[src/include/tsio_defs.svh]
`ifndef TSIO_DEFS_SVH
`define TSIO_DEFS_SVH

// low address byte of the beeper and tape port
`define TSIO_PORT_FE          8'hfe

// covox sample ports, low address byte
`define TSIO_PORT_COVOX_L     8'h0f
`define TSIO_PORT_COVOX_R     8'h4f
// writes the same sample to both channels
`define TSIO_PORT_COVOX_MONO  8'hfb

// mixer weights of the one-bit sources
`define TSIO_SPK_LEVEL        16'h2000
`define TSIO_TAPE_LEVEL       16'h0800
`define TSIO_MIC_LEVEL        16'h0400

// covox byte sits at bits 13..6 of the sample
`define TSIO_COVOX_SHIFT      6

`endif

[src/design/tsio_pkg.sv]
`default_nettype none

package tsio_pkg;

  // decoded target of an I/O cycle
  typedef enum logic [2:0] {
    sel_none,
    sel_fe,
    sel_covox_l,
    sel_covox_r,
    sel_covox_both
  } port_sel_e;

  // one write request, valid for a single clock
  typedef struct packed {
    logic      valid;
    port_sel_e sel;
    logic [7:0] data;
  } io_wr_t;

  // register contents the mixer works from
  typedef struct packed {
    logic       speaker;
    logic       mic;
    logic [7:0] covox_l;
    logic [7:0] covox_r;
  } sound_src_t;

  typedef enum logic [1:0] {
    mix_stereo = 2'd0,
    mix_mono   = 2'd1,
    mix_mute   = 2'd2,
    mix_swap   = 2'd3
  } mix_mode_e;

  typedef logic [15:0] sample_t;

endpackage

`default_nettype wire

[src/design/io_port_decode.sv]
`timescale 1ns/100ps
`default_nettype none

`include "tsio_defs.svh"

module io_port_decode (
  input  logic             clk_28mhz,
  input  logic             rst,
  input  logic [15:0]      addr,
  input  logic [7:0]       data_in,
  input  logic             iorq_n,
  input  logic             rd_n,
  input  logic             wr_n,
  input  logic             m1_n,
  input  logic [4:0]       keyboard_data,
  input  logic             tape_in,
  input  logic             covox_en,
  output logic [7:0]       data_out,
  output logic [7:0]       keyboard_addr,
  output tsio_pkg::io_wr_t wr_req
);

  tsio_pkg::port_sel_e port_sel;
  tsio_pkg::port_sel_e wr_sel;
  logic                io_rd;
  logic                io_wr;
  logic [1:0]          wr_sync;
  logic                wr_prev;
  logic                wr_start;
  logic                wr_valid;
  logic [7:0]          wr_data;

  // interrupt acknowledge cycles (m1_n low) never count as port access
  assign io_rd = ~iorq_n & ~rd_n & m1_n;
  assign io_wr = ~iorq_n & ~wr_n & m1_n;

  // keyboard row select comes straight from the high address byte
  assign keyboard_addr = addr[15:8];

  // covox ports decode only while enabled
  always_comb begin
    port_sel = tsio_pkg::sel_none;
    case (addr[7:0])
      `TSIO_PORT_FE: port_sel = tsio_pkg::sel_fe;
      `TSIO_PORT_COVOX_L: begin
        if (covox_en)
          port_sel = tsio_pkg::sel_covox_l;
      end
      `TSIO_PORT_COVOX_R: begin
        if (covox_en)
          port_sel = tsio_pkg::sel_covox_r;
      end
      `TSIO_PORT_COVOX_MONO: begin
        if (covox_en)
          port_sel = tsio_pkg::sel_covox_both;
      end
      default: port_sel = tsio_pkg::sel_none;
    endcase
  end

  // two-flop sync of the write strobe, then rising edge detect
  always_ff @(posedge clk_28mhz) begin
    if (rst) begin
      wr_sync  <= 2'b00;
      wr_prev  <= 1'b0;
      wr_valid <= 1'b0;
    end else begin
      wr_sync  <= {wr_sync[0], io_wr};
      wr_prev  <= wr_sync[1];
      wr_valid <= wr_start;
    end
  end

  assign wr_start = wr_sync[1] & ~wr_prev;

  // bus is still held here since strobes stay low 3 clocks minimum
  always_ff @(posedge clk_28mhz) begin
    if (wr_start) begin
      wr_sel  <= port_sel;
      wr_data <= data_in;
    end
  end

  assign wr_req.valid = wr_valid;
  assign wr_req.sel   = wr_sel;
  assign wr_req.data  = wr_data;

  // bits 7 and 5 of a #FE read float high on the real machine
  always_comb begin
    data_out = 8'hff;
    if (io_rd && port_sel == tsio_pkg::sel_fe)
      data_out = {1'b1, tape_in, 1'b1, keyboard_data};
  end

endmodule

`default_nettype wire

[src/design/port_regs.sv]
`timescale 1ns/100ps
`default_nettype none

module port_regs (
  input  logic                 clk_28mhz,
  input  logic                 rst,
  input  tsio_pkg::io_wr_t     wr_req,
  output logic                 tape_out,
  output logic                 beep,
  output tsio_pkg::sound_src_t src
);

  // border and spare bits in 2..0 are stored and never read
  logic [7:0] port_fe;
  logic [7:0] covox_l;
  logic [7:0] covox_r;

  always_ff @(posedge clk_28mhz) begin
    if (rst) begin
      port_fe <= 8'h00;
      covox_l <= 8'h00;
      covox_r <= 8'h00;
    end else if (wr_req.valid) begin
      case (wr_req.sel)
        tsio_pkg::sel_fe: begin
          port_fe <= wr_req.data;
        end
        tsio_pkg::sel_covox_l: begin
          covox_l <= wr_req.data;
        end
        tsio_pkg::sel_covox_r: begin
          covox_r <= wr_req.data;
        end
        tsio_pkg::sel_covox_both: begin
          covox_l <= wr_req.data;
          covox_r <= wr_req.data;
        end
        // unmapped port, nothing to load
        default: begin
        end
      endcase
    end
  end

  // bit 3 is the mic / tape output, bit 4 the speaker
  assign tape_out = port_fe[3];
  assign beep     = port_fe[4];

  assign src.speaker = port_fe[4];
  assign src.mic     = port_fe[3];
  assign src.covox_l = covox_l;
  assign src.covox_r = covox_r;

endmodule

`default_nettype wire

[src/design/audio_mixer.sv]
`timescale 1ns/100ps
`default_nettype none

`include "tsio_defs.svh"

module audio_mixer (
  input  logic                 clk_28mhz,
  input  logic                 rst,
  input  tsio_pkg::sound_src_t src,
  input  logic                 tape_in,
  input  tsio_pkg::mix_mode_e  mix_mode,
  output tsio_pkg::sample_t    audio_out_l,
  output tsio_pkg::sample_t    audio_out_r
);

  tsio_pkg::sample_t raw_l;
  tsio_pkg::sample_t raw_r;
  tsio_pkg::sample_t mix_l;
  tsio_pkg::sample_t mix_r;
  logic [16:0]       mono_sum;

  // a single channel peaks at 27584 and never wraps 16 bits
  function automatic tsio_pkg::sample_t channel_level(
    input logic [7:0] covox,
    input logic       speaker,
    input logic       tape,
    input logic       mic
  );
    tsio_pkg::sample_t level;
    level = tsio_pkg::sample_t'(covox) << `TSIO_COVOX_SHIFT;
    if (speaker)
      level = level + `TSIO_SPK_LEVEL;
    if (tape)
      level = level + `TSIO_TAPE_LEVEL;
    if (mic)
      level = level + `TSIO_MIC_LEVEL;
    return level;
  endfunction

  always_comb begin
    raw_l = channel_level(src.covox_l, src.speaker, tape_in, src.mic);
    raw_r = channel_level(src.covox_r, src.speaker, tape_in, src.mic);
  end

  // extra bit keeps the carry before halving
  assign mono_sum = {1'b0, raw_l} + {1'b0, raw_r};

  always_comb begin
    mix_l = raw_l;
    mix_r = raw_r;
    case (mix_mode)
      tsio_pkg::mix_stereo: begin
        mix_l = raw_l;
        mix_r = raw_r;
      end
      tsio_pkg::mix_mono: begin
        mix_l = mono_sum[16:1];
        mix_r = mono_sum[16:1];
      end
      tsio_pkg::mix_mute: begin
        mix_l = 16'h0000;
        mix_r = 16'h0000;
      end
      tsio_pkg::mix_swap: begin
        mix_l = raw_r;
        mix_r = raw_l;
      end
    endcase
  end

  // output stage
  always_ff @(posedge clk_28mhz) begin
    if (rst) begin
      audio_out_l <= 16'h0000;
      audio_out_r <= 16'h0000;
    end else begin
      audio_out_l <= mix_l;
      audio_out_r <= mix_r;
    end
  end

endmodule

`default_nettype wire

[src/design/tsio_top.sv]
`timescale 1ns/100ps
`default_nettype none

module tsio_top (
  input  logic        clk_28mhz,
  input  logic        rst,
  input  logic [15:0] addr,
  input  logic [7:0]  data_in,
  input  logic        iorq_n,
  input  logic        rd_n,
  input  logic        wr_n,
  input  logic        m1_n,
  input  logic [4:0]  keyboard_data,
  input  logic        tape_in,
  input  logic        covox_en,
  input  logic [1:0]  psg_mix,
  output logic [7:0]  data_out,
  output logic [7:0]  keyboard_addr,
  output logic        tape_out,
  output logic        beep,
  output logic [15:0] audio_out_l,
  output logic [15:0] audio_out_r
);

  tsio_pkg::io_wr_t     wr_req;
  tsio_pkg::sound_src_t src;

  // bus capture and decode
  io_port_decode u_decode (
    .clk_28mhz     (clk_28mhz),
    .rst           (rst),
    .addr          (addr),
    .data_in       (data_in),
    .iorq_n        (iorq_n),
    .rd_n          (rd_n),
    .wr_n          (wr_n),
    .m1_n          (m1_n),
    .keyboard_data (keyboard_data),
    .tape_in       (tape_in),
    .covox_en      (covox_en),
    .data_out      (data_out),
    .keyboard_addr (keyboard_addr),
    .wr_req        (wr_req)
  );

  port_regs u_regs (
    .clk_28mhz (clk_28mhz),
    .rst       (rst),
    .wr_req    (wr_req),
    .tape_out  (tape_out),
    .beep      (beep),
    .src       (src)
  );

  // psg_mix encoding matches mix_mode_e directly
  audio_mixer u_mixer (
    .clk_28mhz   (clk_28mhz),
    .rst         (rst),
    .src         (src),
    .tape_in     (tape_in),
    .mix_mode    (tsio_pkg::mix_mode_e'(psg_mix)),
    .audio_out_l (audio_out_l),
    .audio_out_r (audio_out_r)
  );

endmodule

`default_nettype wire

[config.mk]
export PLATFORM = sky130hd
export DESIGN_NAME = tsio_top
export DESIGN_NICKNAME = d
export VERILOG_FILES = /design/src/design/tsio_pkg.sv /design/src/design/io_port_decode.sv /design/src/design/port_regs.sv /design/src/design/audio_mixer.sv /design/src/design/tsio_top.sv
export VERILOG_INCLUDE_DIRS = /design/src /design/src/include
export SDC_FILE = /design/constraint.sdc
export NUM_CORES = 1
export LEC_CHECK = 0
export ABC_AREA = 1
export BUFFER_PORTS_ARGS = -buffer_cell sky130_fd_sc_hd__buf_2
export CORE_UTILIZATION = 25
export DETAILED_ROUTE_END_ITERATION = 12
export GPL_TIMING_DRIVEN = 1
export PLACE_DENSITY = 0.43
export SLEW_MARGIN = 20
export SYNTH_ARGS = -nofsm -noshare
export SYNTH_HDL_FRONTEND = slang
export SYNTH_HIERARCHICAL = 1
export SYNTH_SLANG_ARGS = --single-unit
[constraint.sdc]
create_clock -name clk_28mhz -period 3.3 [get_ports clk_28mhz]
set_input_delay 0.495 -clock clk_28mhz [delete_from_list [all_inputs] [get_ports clk_28mhz]]
set_output_delay 0.495 -clock clk_28mhz [all_outputs]
set_load 0.01 [all_outputs]
# == After elaboration in Yosys (flattened, before gate mapping) ==
# Cells that the tools add are included.
# totals
ff_bits,68
inputBits,39
# classes
add_sub_neg,7
n_eq_ne,12
mux,13
n_bitwise,9
n_reduce_logical,7
# ops
operator,count
$pmux 16 s4,2
$mux 16,4
$add 16x11->16 const B,2
$add 16x12->16 const B,2
$add 14x14->15 const B,2
$mux 15,2
$add 16x16->17,1
$eq 8x8->1 const B,2
$pmux 3 s4,1
$eq 8x4->1 const B,1
$eq 8x7->1 const B,1
$mux 7,1
$eq 3x1->1 const B,2
$eq 3x2->1 const B,2
$reduce_and 2->1,3
$and 1x1->1,5
$eq 2x2->1 const B,2
$mux 2,2
$not 1->1,4
$reduce_or 2->1,2
$eq 3x3->1 const B,1
$mux 3,1
$eq 2x1->1 const B,1
$logic_not 2->1,1
$logic_and 1x1->1,1

# == Logic depth before layout (Yosys ltp) ==
# Gate-level depths: netlist (run 1).
# logic_depth
word_depth,8
depth_mapped,17
mapped_depth_nobuf,16

# == Hierarchy ==
# Netlist (run 1), hierarchy kept.
# modules_own_cells
mod,instances,cells_per_inst,area_per_inst_um2
audio_mixer,1,302,1886.8
port_regs,1,116,855.8
io_port_decode,1,77,725.7

# == Worst setup path before layout (run 1) ==
# Ideal clock, no wire load.
# synth_timing
path_type,flip-flop to flip-flop
start,register u_regs.port_fe[4]
end,register u_mixer.audio_out_r[15]
setup_ps,135
arrival_ps,2207
slack_ps,958
stages_incl_launch_ff,15
cell_sequence,dfxtp_1 buf_4 ha_1 a21o_1 nand2_1 o21ai_0 nand2_1 inv_2 ha_1 a21oi_1 nor2_1 a211oi_1 nand3_1 nand2_1 a21oi_1
# synth_between
elab_chain_cells,7
elab_cells_between_ends,12
# synth_rtl
item,line,source
from (decl),port_regs.sv:14,logic [7:0] port_fe;
from (signal assigned),port_regs.sv:26,port_fe <= wr_req.data;
$mux 15,audio_mixer.sv:31,if (speaker)
$add 16x12->16 (no source line),-,
$mux 16,audio_mixer.sv:33,if (tape)
$add 16x11->16 (no source line),-,
$mux 16,audio_mixer.sv:35,if (mic)
$add 16x16->17,audio_mixer.sv:46,"assign mono_sum = {1'b0, raw_l} + {1'b0, raw_r};"
$pmux 16 s4 (*),audio_mixer.sv:51,case (mix_mode)
to (signal assigned),audio_mixer.sv:78,audio_out_r <= mix_r;
to (decl),audio_mixer.sv:13,output tsio_pkg::sample_t audio_out_r
# Every way passes the cells marked *; elsewhere a longest branch is shown, timed or not.
# A chain may end at the register's enable or synchronous reset.

# == Final worst setup path (run 1) ==
# Ends and elaborated chain as after synthesis.

==> results of run 1 <==
## power groups by stage
| stage | combinational (mW) | sequential [mW] | clock [mW] |
|---|---|---|---|
| 4_1_cts | 0.105 | 0.681 | 0.691 |
| 2_1_floorplan | 0.0832 | 0.698 | 0 |
| 3_5_place_dp | 0.104 | 0.696 | 0 |
| 5_1_grt | 0.118 | 0.681 | 0.722 |
| 3_3_place_gp | 0.103 | 0.696 | 0 |
| 6_report | 0.104 | 0.681 | 0.670 |
## worst max-delay path: cells and delay by family, from the launching register on
kind,cells,cell delay (ps)
AOI/OAI and AO/OA,5,850
adders and majority gates,2,650
and+or+nand+nor,5,510
DFF,1,420
buffers and inverters,1,60
## how the worst min path moves through the flow
stage | from | end | slack, ps | cells past startpoint
global placement | u_decode/wr_sync[0] | u_decode/wr_sync[1] | 400 | 2
finish | wr_n | u_decode/wr_sync[0] | 350 | 2
floorplan | u_decode/wr_sync[0] | u_decode/wr_sync[1] | 390 | 2
detailed placement | u_decode/wr_sync[0] | u_decode/wr_sync[1] | 400 | 2
CTS | wr_n | u_decode/wr_sync[0] | 350 | 2
global route | wr_n | u_decode/wr_sync[0] | 340 | 2
## flip-flops by register name (all words and copies together), names as in the netlist
name / flops
u_decode/wr_data: 8
u_decode/wr_sel: 3
u_regs/covox_l: 8
u_decode/wr_valid: 1
u_decode/wr_sync: 2
u_regs/port_fe: 2
u_mixer/audio_out_l: 11
u_regs/covox_r: 8
u_mixer/audio_out_r: 10
u_decode/wr_prev: 1
## final cells by class
cell class | instances | area share
clock buffer | 5 | 0.0317
clock inverter | 3 | 0.0162
inverter | 77 | 0.0732
multi-input combinational | 338 | 0.443
sequential | 54 | 0.302
tap | 176 | 0.0558
timing repair buffer | 61 | 0.0780
## per-layer routing
metal,routed length [um],up-vias
met3,443,9
met4,125,0
met1,3900,1340
met2,3620,92
met5,0,-
li1,-,1634
## logic make-up (layout without fill, tap and decap cells)
family	Yosys count	after routing	share of synthesized area
simple gates	228	228	0.291
other cells	2	12	0.00217
fa+ha+maj	16	16	0.0599
buf+inv	113	146	0.163
compound gates	79	79	0.131
flops	54	54	0.343
xor+xnor	3	3	0.00974
## cell usage after synthesis, types with 2 or more instances
library cell    n
inv_2           7
a21o_1          3
o22ai_1         2
a31oi_1         7
buf_4          27
nor2_4          2
inv_1          70
nor2_1         42
o21ai_0        16
ha_1           15
nand3_2         2
nand2_1       110
nand4_1         7
a21oi_2         2
nand3_1        44
clkbuf_1        3
dfxtp_1        43
conb_1          2
a21oi_1        39
o21ai_2         2
nor2_2          8
o21ai_1         3
nand2_2         7
nor3_1          4
o221ai_1        2
edfxtp_1       11
buf_6           5
==> results.ini, run 1 <==
[outcome]
outcome=finished, final reports clean

[placed_design]
finalWeightedCongestion=0.856
dpl_cell_area_sq_um=3760
preCtsSetupSlack_ps=473
hpwl_um=6350
io_buffers=60
dpl.cell_count=706

[clocking]
cts.clk_slew.worst_paths_ps=70
htree_levels=2
cts_tree=done
cts.sinks=54
numCtsBuffers=5
post-cts-setup-buffer-count=0
cts_resized=0
clk_latency_ps=300
root_buffer=clkbuf_16
cts_max_path_buffers=2
cts_hold_buf=0

[drt]
avgViaCountPerCell=4.31
drc=0
wirelength_um=8090
dr.first_iter.drc_count=223
num_vias=3075
detail_route.wl_per_cell_um=11.3
postRouteAntennaNets=0
first_pass_iters=4

[finish]
synthToLayoutAreaGrowth_pct=13.8
most-common-layout-cells=nand2_1, inv_1, buf_2
drive_above_1_share=0.188
final_area_sq_um=3950
post-route-util=0.295
nFillCells=1492
antennaDiodeCount=0
final_cells=714
seqCellArea_sq_um=1190
nNetsFinal=592
multi_input_area_sq_um=1750
final_common_cell=nand2_1

[yosys]
yosys_register_bits=54
synth_flop_cell=dfxtp_1
synth_top_cell_by_area=dfxtp_1
post_synth_num_cell_types=37
synth.top_cells.by_area=dfxtp_1, nand2_1, edfxtp_1, inv_1, nand3_1
netlist_instances=495
async_flop_share=0
syn_area_sq_um=3470
seq_area_frac_synth=0.343
synth_edf_count=11
yosysWarnings=6
avgSynthCellArea_sq_um=7.01
synth.top_cell.area_share=0.248

[timing]
hold_slack_ps=352
period_needed_ps=2610
relSlewSlack=0.423
finalSetupViolCount=0
worst_slew_pin_slew_ps=862
fmax_mhz=384
finalHoldViolCount=0
rsz0062_at_grt=false
layout_setup_ws_ps=695
maxSlewViolCount=0
min_period_over_period=0.789
fin_skew_ps=5.05
fin_tns_setup_ps=0

[critical_path]
r2r_slack_ps=690
cp_slowest_stage_delay_ps=420
critPathCaptureType=register
reg2reg_from=u_regs/port_fe[4]
worst-path-max-fanout=5
crit_slowest_cell=dfxtp_1
worst_setup_path_start_kind=register
crit_arrival_ps=2770
worstSetupEndpoint=u_mixer/audio_out_r[15]
critical_path.startpoint=u_regs/port_fe[4]
regToRegEndpoint=u_mixer/audio_out_r[15]
crit_type=reg2reg
critPathRequiredTime_ps=3460
path_cells=ha_1 -> a21o_1 -> nand2_1 -> o21ai_0 -> nand2_1 -> inv_2 -> ha_1 -> a21oi_1 -> nor2_1 -> a211oi_1 -> nand3_1 -> nand2_1 -> a21oi_1
crit_top_cell=nand2_1
reg2reg_depth=13

[global_route]
grt_busiest_layer=met2
grt-ovfl-total=0
grt_pass1_vias=2916
antenna_found_initial=0
grtUsageMet3=0.0238
grt_use_met2=0.196
grtUsageTotal=0.119
grt_pass1_wl_um=13600
grt_use_met1=0.154
grt_max_degree=33

[die]
rows=42
start_util=0.259
dieArea_sq_um=14300
coreArea_sq_um=13400
fp.dieH_um=120
io_pins=89
die_x_um=120

[worst_hold_path]
hold_class=in2reg

[pwr]
p_clk_frac=0.460
p_sw_mw=0.309
p_leak_nw=1.92
switching_share=0.213
intPower_mw=1.15
p_seq_frac=0.468
vdd_ir_drop_max_uv=253
p_total_mw=1.45
power_frac_comb=0.071
powerDensity_nw_per_um2=368

[flow_run]
cap_violations=0

Power figures use the tool's default switching activity.
==> run 2: changes to the inputs <==
- clock period: 3.3 -> 2.7 ns (I/O delays scaled with it)
==> run 2 against run 1 <==
Effect of this change:
- cell count up 0.56%
- power up 15%
- count of clock-buffer cells in the layout up 1
- clock power up 6.7%
- combinational power up 25%
- critical path type unchanged
- critical endpoint unchanged
==> results.ini, run 2 (synthesized netlist as in run 1, its figures left out) <==
[clocking]
post-cts-setup-buffer-count=0  ; unchanged
numCtsBuffers=5  ; unchanged
cts.clk_slew.worst_paths_ps=70  ; about the same
clk_latency_ps=290  ; about the same
cts.sinks=54  ; unchanged
cts_max_path_buffers=2  ; unchanged
cts_tree=done
root_buffer=clkbuf_16
htree_levels=2  ; unchanged

[finish]
post-route-util=0.296  ; +0.000933
final_common_cell=nand2_1
multi_input_area_sq_um=1750  ; +0.21%
largest_reg_flops=11  ; unchanged
most-common-layout-cells=nand2_1, inv_1, buf_2
nNetsFinal=596  ; +0.68%
reg_top3=u_mixer/audio_out_l (11), u_mixer/audio_out_r (10)
top_register=u_mixer/audio_out_l
drive_above_1_share=0.197  ; +0.00968
seqCellArea_sq_um=1190  ; +0.10%
antennaDiodeCount=0  ; unchanged
synthToLayoutAreaGrowth_pct=14.2
nFillCells=1481  ; -0.74%

[global_route]
grt_pass1_vias=2908  ; -0.27%
grt-ovfl-total=0  ; unchanged
antenna_found_initial=0  ; unchanged
grt_pass1_wl_um=13500  ; -0.86%
grtUsageTotal=0.116  ; -0.00333
grt_max_degree=33  ; unchanged

[pwr]
p_total_mw=1.68  ; +15%
p_clk_frac=0.427  ; -0.033
p_sw_mw=0.365  ; +18%
vdd_ir_drop_max_uv=227  ; -10%
switching_share=0.217  ; +0.00475
p_leak_nw=1.92  ; +0.36%
power_frac_comb=0.077  ; +0.006
powerDensity_nw_per_um2=423  ; +15%
p_seq_frac=0.496  ; +0.028
intPower_mw=1.31  ; +15%

[die]
fp.dieH_um=120  ; unchanged
die_x_um=120  ; unchanged
coreArea_sq_um=13400  ; unchanged
io_pins=89  ; unchanged
rows=42  ; unchanged
dieArea_sq_um=14300  ; unchanged
start_util=0.259  ; unchanged

[timing]
fmax_mhz=411  ; +7.0%
finalHoldViolCount=0  ; unchanged
rsz0062_at_grt=false
min_period_over_period=0.902  ; +0.112
worst_slew_pin_slew_ps=824  ; -37.8 ps
hold_slack_ps=282  ; -69.7 ps
fin_skew_ps=4.45  ; -0.606 ps
period_needed_ps=2430  ; -170 ps
relSlewSlack=0.448  ; +0.0253
layout_setup_ws_ps=265  ; -430 ps
maxSlewViolCount=0  ; unchanged
finalSetupViolCount=0  ; unchanged
fin_tns_setup_ps=0  ; unchanged

[critical_path]
crit_buf_inv=1  ; unchanged
worst-path-max-fanout=5  ; unchanged
critical-path-top-delay-family=compound AO/OA/AOI/OAI gates
crit_slowest_cell=dfxtp_2
crit_top_cell=nand2_1
worst_setup_path_start_kind=register
crit_arrival_ps=2590  ; -180 ps
path_cells=ha_1 -> a21o_1 -> nand2_1 -> o21ai_0 -> nand2_1 -> inv_2 -> ha_1 -> a21oi_2 -> nor2_1 -> a211oi_1 -> nand3_1 -> nand2_1 -> a21oi_1
cp_slowest_stage_delay_ps=360  ; -60 ps
critPathRequiredTime_ps=2860  ; -600 ps
critPathCaptureType=register
crit_type=reg2reg

[placed_design]
io_buffers=60  ; unchanged
finalWeightedCongestion=0.864  ; +0.89%
preCtsSetupSlack_ps=94.5  ; -378 ps
hpwl_um=6400  ; +0.77%

[drt]
drc=0  ; unchanged
num_vias=3081  ; +0.20%
detail_route.wl_per_cell_um=11.1  ; -1.8%
dr.first_iter.drc_count=166  ; -26%
postRouteAntennaNets=0  ; unchanged
avgViaCountPerCell=4.29  ; -0.36%
first_pass_iters=4  ; unchanged
wirelength_um=7990  ; -1.2%

[worst_hold_path]
hold_class=in2reg

[outcome]
outcome=finished, final reports clean

[flow_run]
cap_violations=0  ; unchanged

## run 2: what timing repair did
item / in CTS / in global routing
hold buffers: 0 / 0
gates resized for setup: 0 / 2
setup endpoints to repair: 0 / 6
## run 2: metrics by stage
| stage | cells | area (sq um) |
|---|---|---|
| after floorplan | 505 | 3510 |
| after global placement | 710 | 3790 |
| after detailed placement | 710 | 3790 |
| after CTS | 718 | 3960 |
| after global routing | 718 | 3960 |
| final | 718 | 3960 |
## run 2: worst register-to-register path, delay by kind of cell, from the launching register on
kind,cells,cell delay [ps]
and+or+nand+nor,5,490
DFF,1,360
buffers and inverters,1,50
adders and majority gates,2,690
AOI/OAI and AO/OA,5,720
## run 2: power groups by stage
stage          Combinational [mW]  Sequential [mW]  Clock, mW
2_1_floorplan               0.102            0.853          0
3_3_place_gp                0.129            0.851          0
3_5_place_dp                0.130            0.851          0
4_1_cts                     0.131            0.832      0.752
5_1_grt                     0.149            0.832      0.777
6_report                    0.130            0.832      0.715
## run 2: final timing paths
path | from | to | slack [ps] | cells past startpoint
hold / removal | wr_n | u_decode/wr_sync[0] | 280 | 2
setup reg to reg | u_regs/port_fe[4] | u_mixer/audio_out_r[15] | 270 | 13
hold reg to reg | u_decode/wr_sync[0] | u_decode/wr_sync[1] | 420 | 2
setup / recovery | u_regs/port_fe[4] | u_mixer/audio_out_r[15] | 270 | 13
## run 2: layer usage
layer,up-vias,GRT usage,share of wire
li1,1648,-,-
met1,1341,0.152,0.50
met2,80,0.193,0.44
met3,12,0.0266,0.047
met4,0,0.0258,0.012
met5,-,0,0
## run 2: area by class of cell
| type | count | share of cell area |
|---|---|---|
| Clock buffer | 6 | 0.0325 |
| Timing Repair Buffer | 65 | 0.0853 |
| Multi-Input combinational cell | 338 | 0.443 |
| Inverter | 77 | 0.0730 |
| Clock inverter | 2 | 0.00948 |
| Tap cell | 176 | 0.0556 |
| Sequential cell | 54 | 0.301 |
==> run 3: changes to the inputs <==
- REMOVE_ABC_BUFFERS: default -> 1
- SLEW_MARGIN: 20 -> default
==> run 3 against run 2 <==
Effect of this change:
- sequential power barely moved
- fmax fell by 0.14%
- setup slack got worse by 3.5 ps
- cell count fell by 0.28%
- global-route usage rose by 0.40 points
- clock power fell by 11%
- combinational power barely moved
- non-clock buffer count fell by 2
- via count rose by 0.32%
- critical path depth did not move
- die area did not move
- core utilization fell by 0.29 points
- critical path type unchanged
- critical endpoint is now u_mixer/audio_out_r[14]
- largest power group unchanged
==> results.ini, run 3 (synthesized netlist as in run 1, its figures left out) <==
[outcome]
outcome=finished, final reports clean

[finish]
post-route-util=0.293  ; -0.00289
most-common-layout-cells=nand2_1, inv_1, buf_2
seqCellArea_sq_um=1190  ; unchanged
top_register=u_mixer/audio_out_l
nFillCells=1486  ; +0.34%
synthToLayoutAreaGrowth_pct=13.1
reg_top3=u_mixer/audio_out_l (11), u_mixer/audio_out_r (10)
largest_reg_flops=11  ; unchanged
final_area_sq_um=3920  ; -0.98%
antennaDiodeCount=0  ; unchanged
multi_input_area_sq_um=1750  ; unchanged
final_common_cell=nand2_1
drive_above_1_share=0.194  ; -0.00297
nNetsFinal=594  ; -0.34%

[global_route]
antenna_found_initial=0  ; unchanged
grt_pass1_wl_um=13700  ; +1.0%
grt_pass1_vias=2882  ; -0.89%
grtUsageTotal=0.120  ; +0.00398
grt_max_degree=33  ; unchanged
grt-ovfl-total=0  ; unchanged

[placed_design]
finalWeightedCongestion=0.869  ; +0.61%
preCtsSetupSlack_ps=92.9  ; -1.55 ps
hpwl_um=6330  ; -1.1%
dpl_cell_area_sq_um=3770  ; -0.40%
io_buffers=60  ; unchanged

[die]
start_util=0.259  ; unchanged
coreArea_sq_um=13400  ; unchanged
rows=42  ; unchanged
fp.dieH_um=120  ; unchanged
dieArea_sq_um=14300  ; unchanged
io_pins=89  ; unchanged
die_x_um=120  ; unchanged

[timing]
min_period_over_period=0.903  ; +0.00128
maxSlewViolCount=0  ; unchanged
period_needed_ps=2440  ; +3.46 ps
worst_slew_pin_slew_ps=874  ; +49.5 ps
fmax_mhz=410  ; -0.14%
finalSetupViolCount=0  ; unchanged
hold_slack_ps=265  ; -17.7 ps
relSlewSlack=0.415  ; -0.0331
rsz0062_at_grt=false
layout_setup_ws_ps=262  ; -3.46 ps
fin_skew_ps=3.94  ; -0.512 ps
finalHoldViolCount=0  ; unchanged
fin_tns_setup_ps=0  ; unchanged

[critical_path]
crit_arrival_ps=2660  ; +70 ps
critPathCaptureType=register
crit_type=reg2reg
crit_top_cell=nand2_1
critical_path.startpoint=u_regs/port_fe[4]
reg2reg_from=u_regs/port_fe[4]
worst-path-max-fanout=5  ; unchanged
r2r_slack_ps=260  ; about the same
reg2reg_depth=13  ; unchanged
critPathRequiredTime_ps=2930  ; +70 ps
cp_slowest_stage_delay_ps=350  ; about the same
worst_setup_path_start_kind=register
path_cells=ha_1 -> nand2_1 -> nor2_2 -> xor2_1 -> o21ai_0 -> nand2_1 -> ha_1 -> a21o_1 -> a31oi_1 -> nand2_1 -> nand2_1 -> nand3_1 -> a21oi_1
regToRegEndpoint=u_mixer/audio_out_r[14]
crit_slowest_cell=dfxtp_2

[clocking]
htree_levels=2  ; unchanged
clk_latency_ps=290  ; about the same
cts_max_path_buffers=2  ; unchanged
numCtsBuffers=5  ; unchanged
cts_tree=done
cts.clk_slew.worst_paths_ps=70  ; about the same
cts.sinks=54  ; unchanged
root_buffer=clkbuf_16
cts_hold_buf=0  ; unchanged

[worst_hold_path]
worst_hold_startpoint=wr_n
whs_endpoint=u_decode/wr_sync[0]
hold_class=in2reg
hold_depth=2  ; unchanged

[drt]
avgViaCountPerCell=4.32  ; +0.60%
drc=0  ; unchanged
first_pass_iters=4  ; unchanged
wirelength_um=8100  ; +1.4%
detail_route.wl_per_cell_um=11.3  ; +1.7%
num_vias=3091  ; +0.32%
dr.first_iter.drc_count=213  ; +28%
postRouteAntennaNets=0  ; unchanged

[pwr]
vdd_ir_drop_max_uv=211  ; -7.0%
powerDensity_nw_per_um2=407  ; -4.0%
p_leak_nw=1.91  ; -0.84%

[flow_run]
cap_violations=0  ; unchanged

==> run 3: cell types whose count changed in the layout (fill, tap and decap cells not counted) <==
cell        previous run  this run
buf_4                  5         3
bufinv_16              1         0
clkinv_2               0         1
clkinv_4               0         1
clkinvlp_4             1         0
==> run 3: worst max path at each step <==
stage / depth (start not counted) / slack, ps / to
6_report: 13 / 260 / u_mixer/audio_out_r[14]
5_1_grt: 14 / 20 / u_mixer/audio_out_r[14]
3_3_place_gp: 15 / 100 / u_mixer/audio_out_r[15]
2_1_floorplan: 13 / 470 / u_mixer/audio_out_r[15]
4_1_cts: 13 / 160 / u_mixer/audio_out_r[15]
3_5_place_dp: 15 / 90 / u_mixer/audio_out_r[14]
==> run 3: power by group <==
| part | switching (mW) | leakage [nW] | internal, mW |
|---|---|---|---|
| clock | 0.290 | 0.0708 | 0.345 |
| combinational | 0.0847 | 1.38 | 0.0430 |
| sequential | 0.00241 | 0.455 | 0.830 |
| total | 0.377 | 1.91 | 1.22 |
==> run 3: per-layer routing <==
metal,vias to the layer above,share of wire,track usage
li1,1644,-,-
met1,1339,0.48,0.155
met2,101,0.45,0.194
met3,7,0.060,0.0295
met4,0,0.012,0.0391
met5,-,0,0
==> run 3: repair_timing <==
item                       CTS  global route
gates resized for setup      0             2
setup endpoints to repair    0             3
buffers inserted             0             0
hold endpoints to repair     0             0
==> run 3: critical path: cells and delay by family, from the launching register on <==
kind / cells / cell delay (ps)
and+or+nand+nor: 6 / 530
AOI/OAI and AO/OA: 4 / 660
DFF: 1 / 350
adders and majority gates: 2 / 630
xor gates and xnor gates: 1 / 210
==> run 3: per-stage QoR <==
stage               power, mW  instances
global placement        0.978        708
detailed placement      0.979        708
global route             1.68        716
finish                   1.59        716
floorplan               0.920        469
CTS                      1.63        716
==> run 3: cell type report <==
| class | instances | share of cell area |
|---|---|---|
| clock buffer | 6 | 0.0329 |
| multi-input combinational | 338 | 0.447 |
| sequential | 54 | 0.304 |
| timing repair buffer | 63 | 0.0823 |
| inverter | 77 | 0.0737 |
| tap | 176 | 0.0562 |
| clock inverter | 2 | 0.00351 |
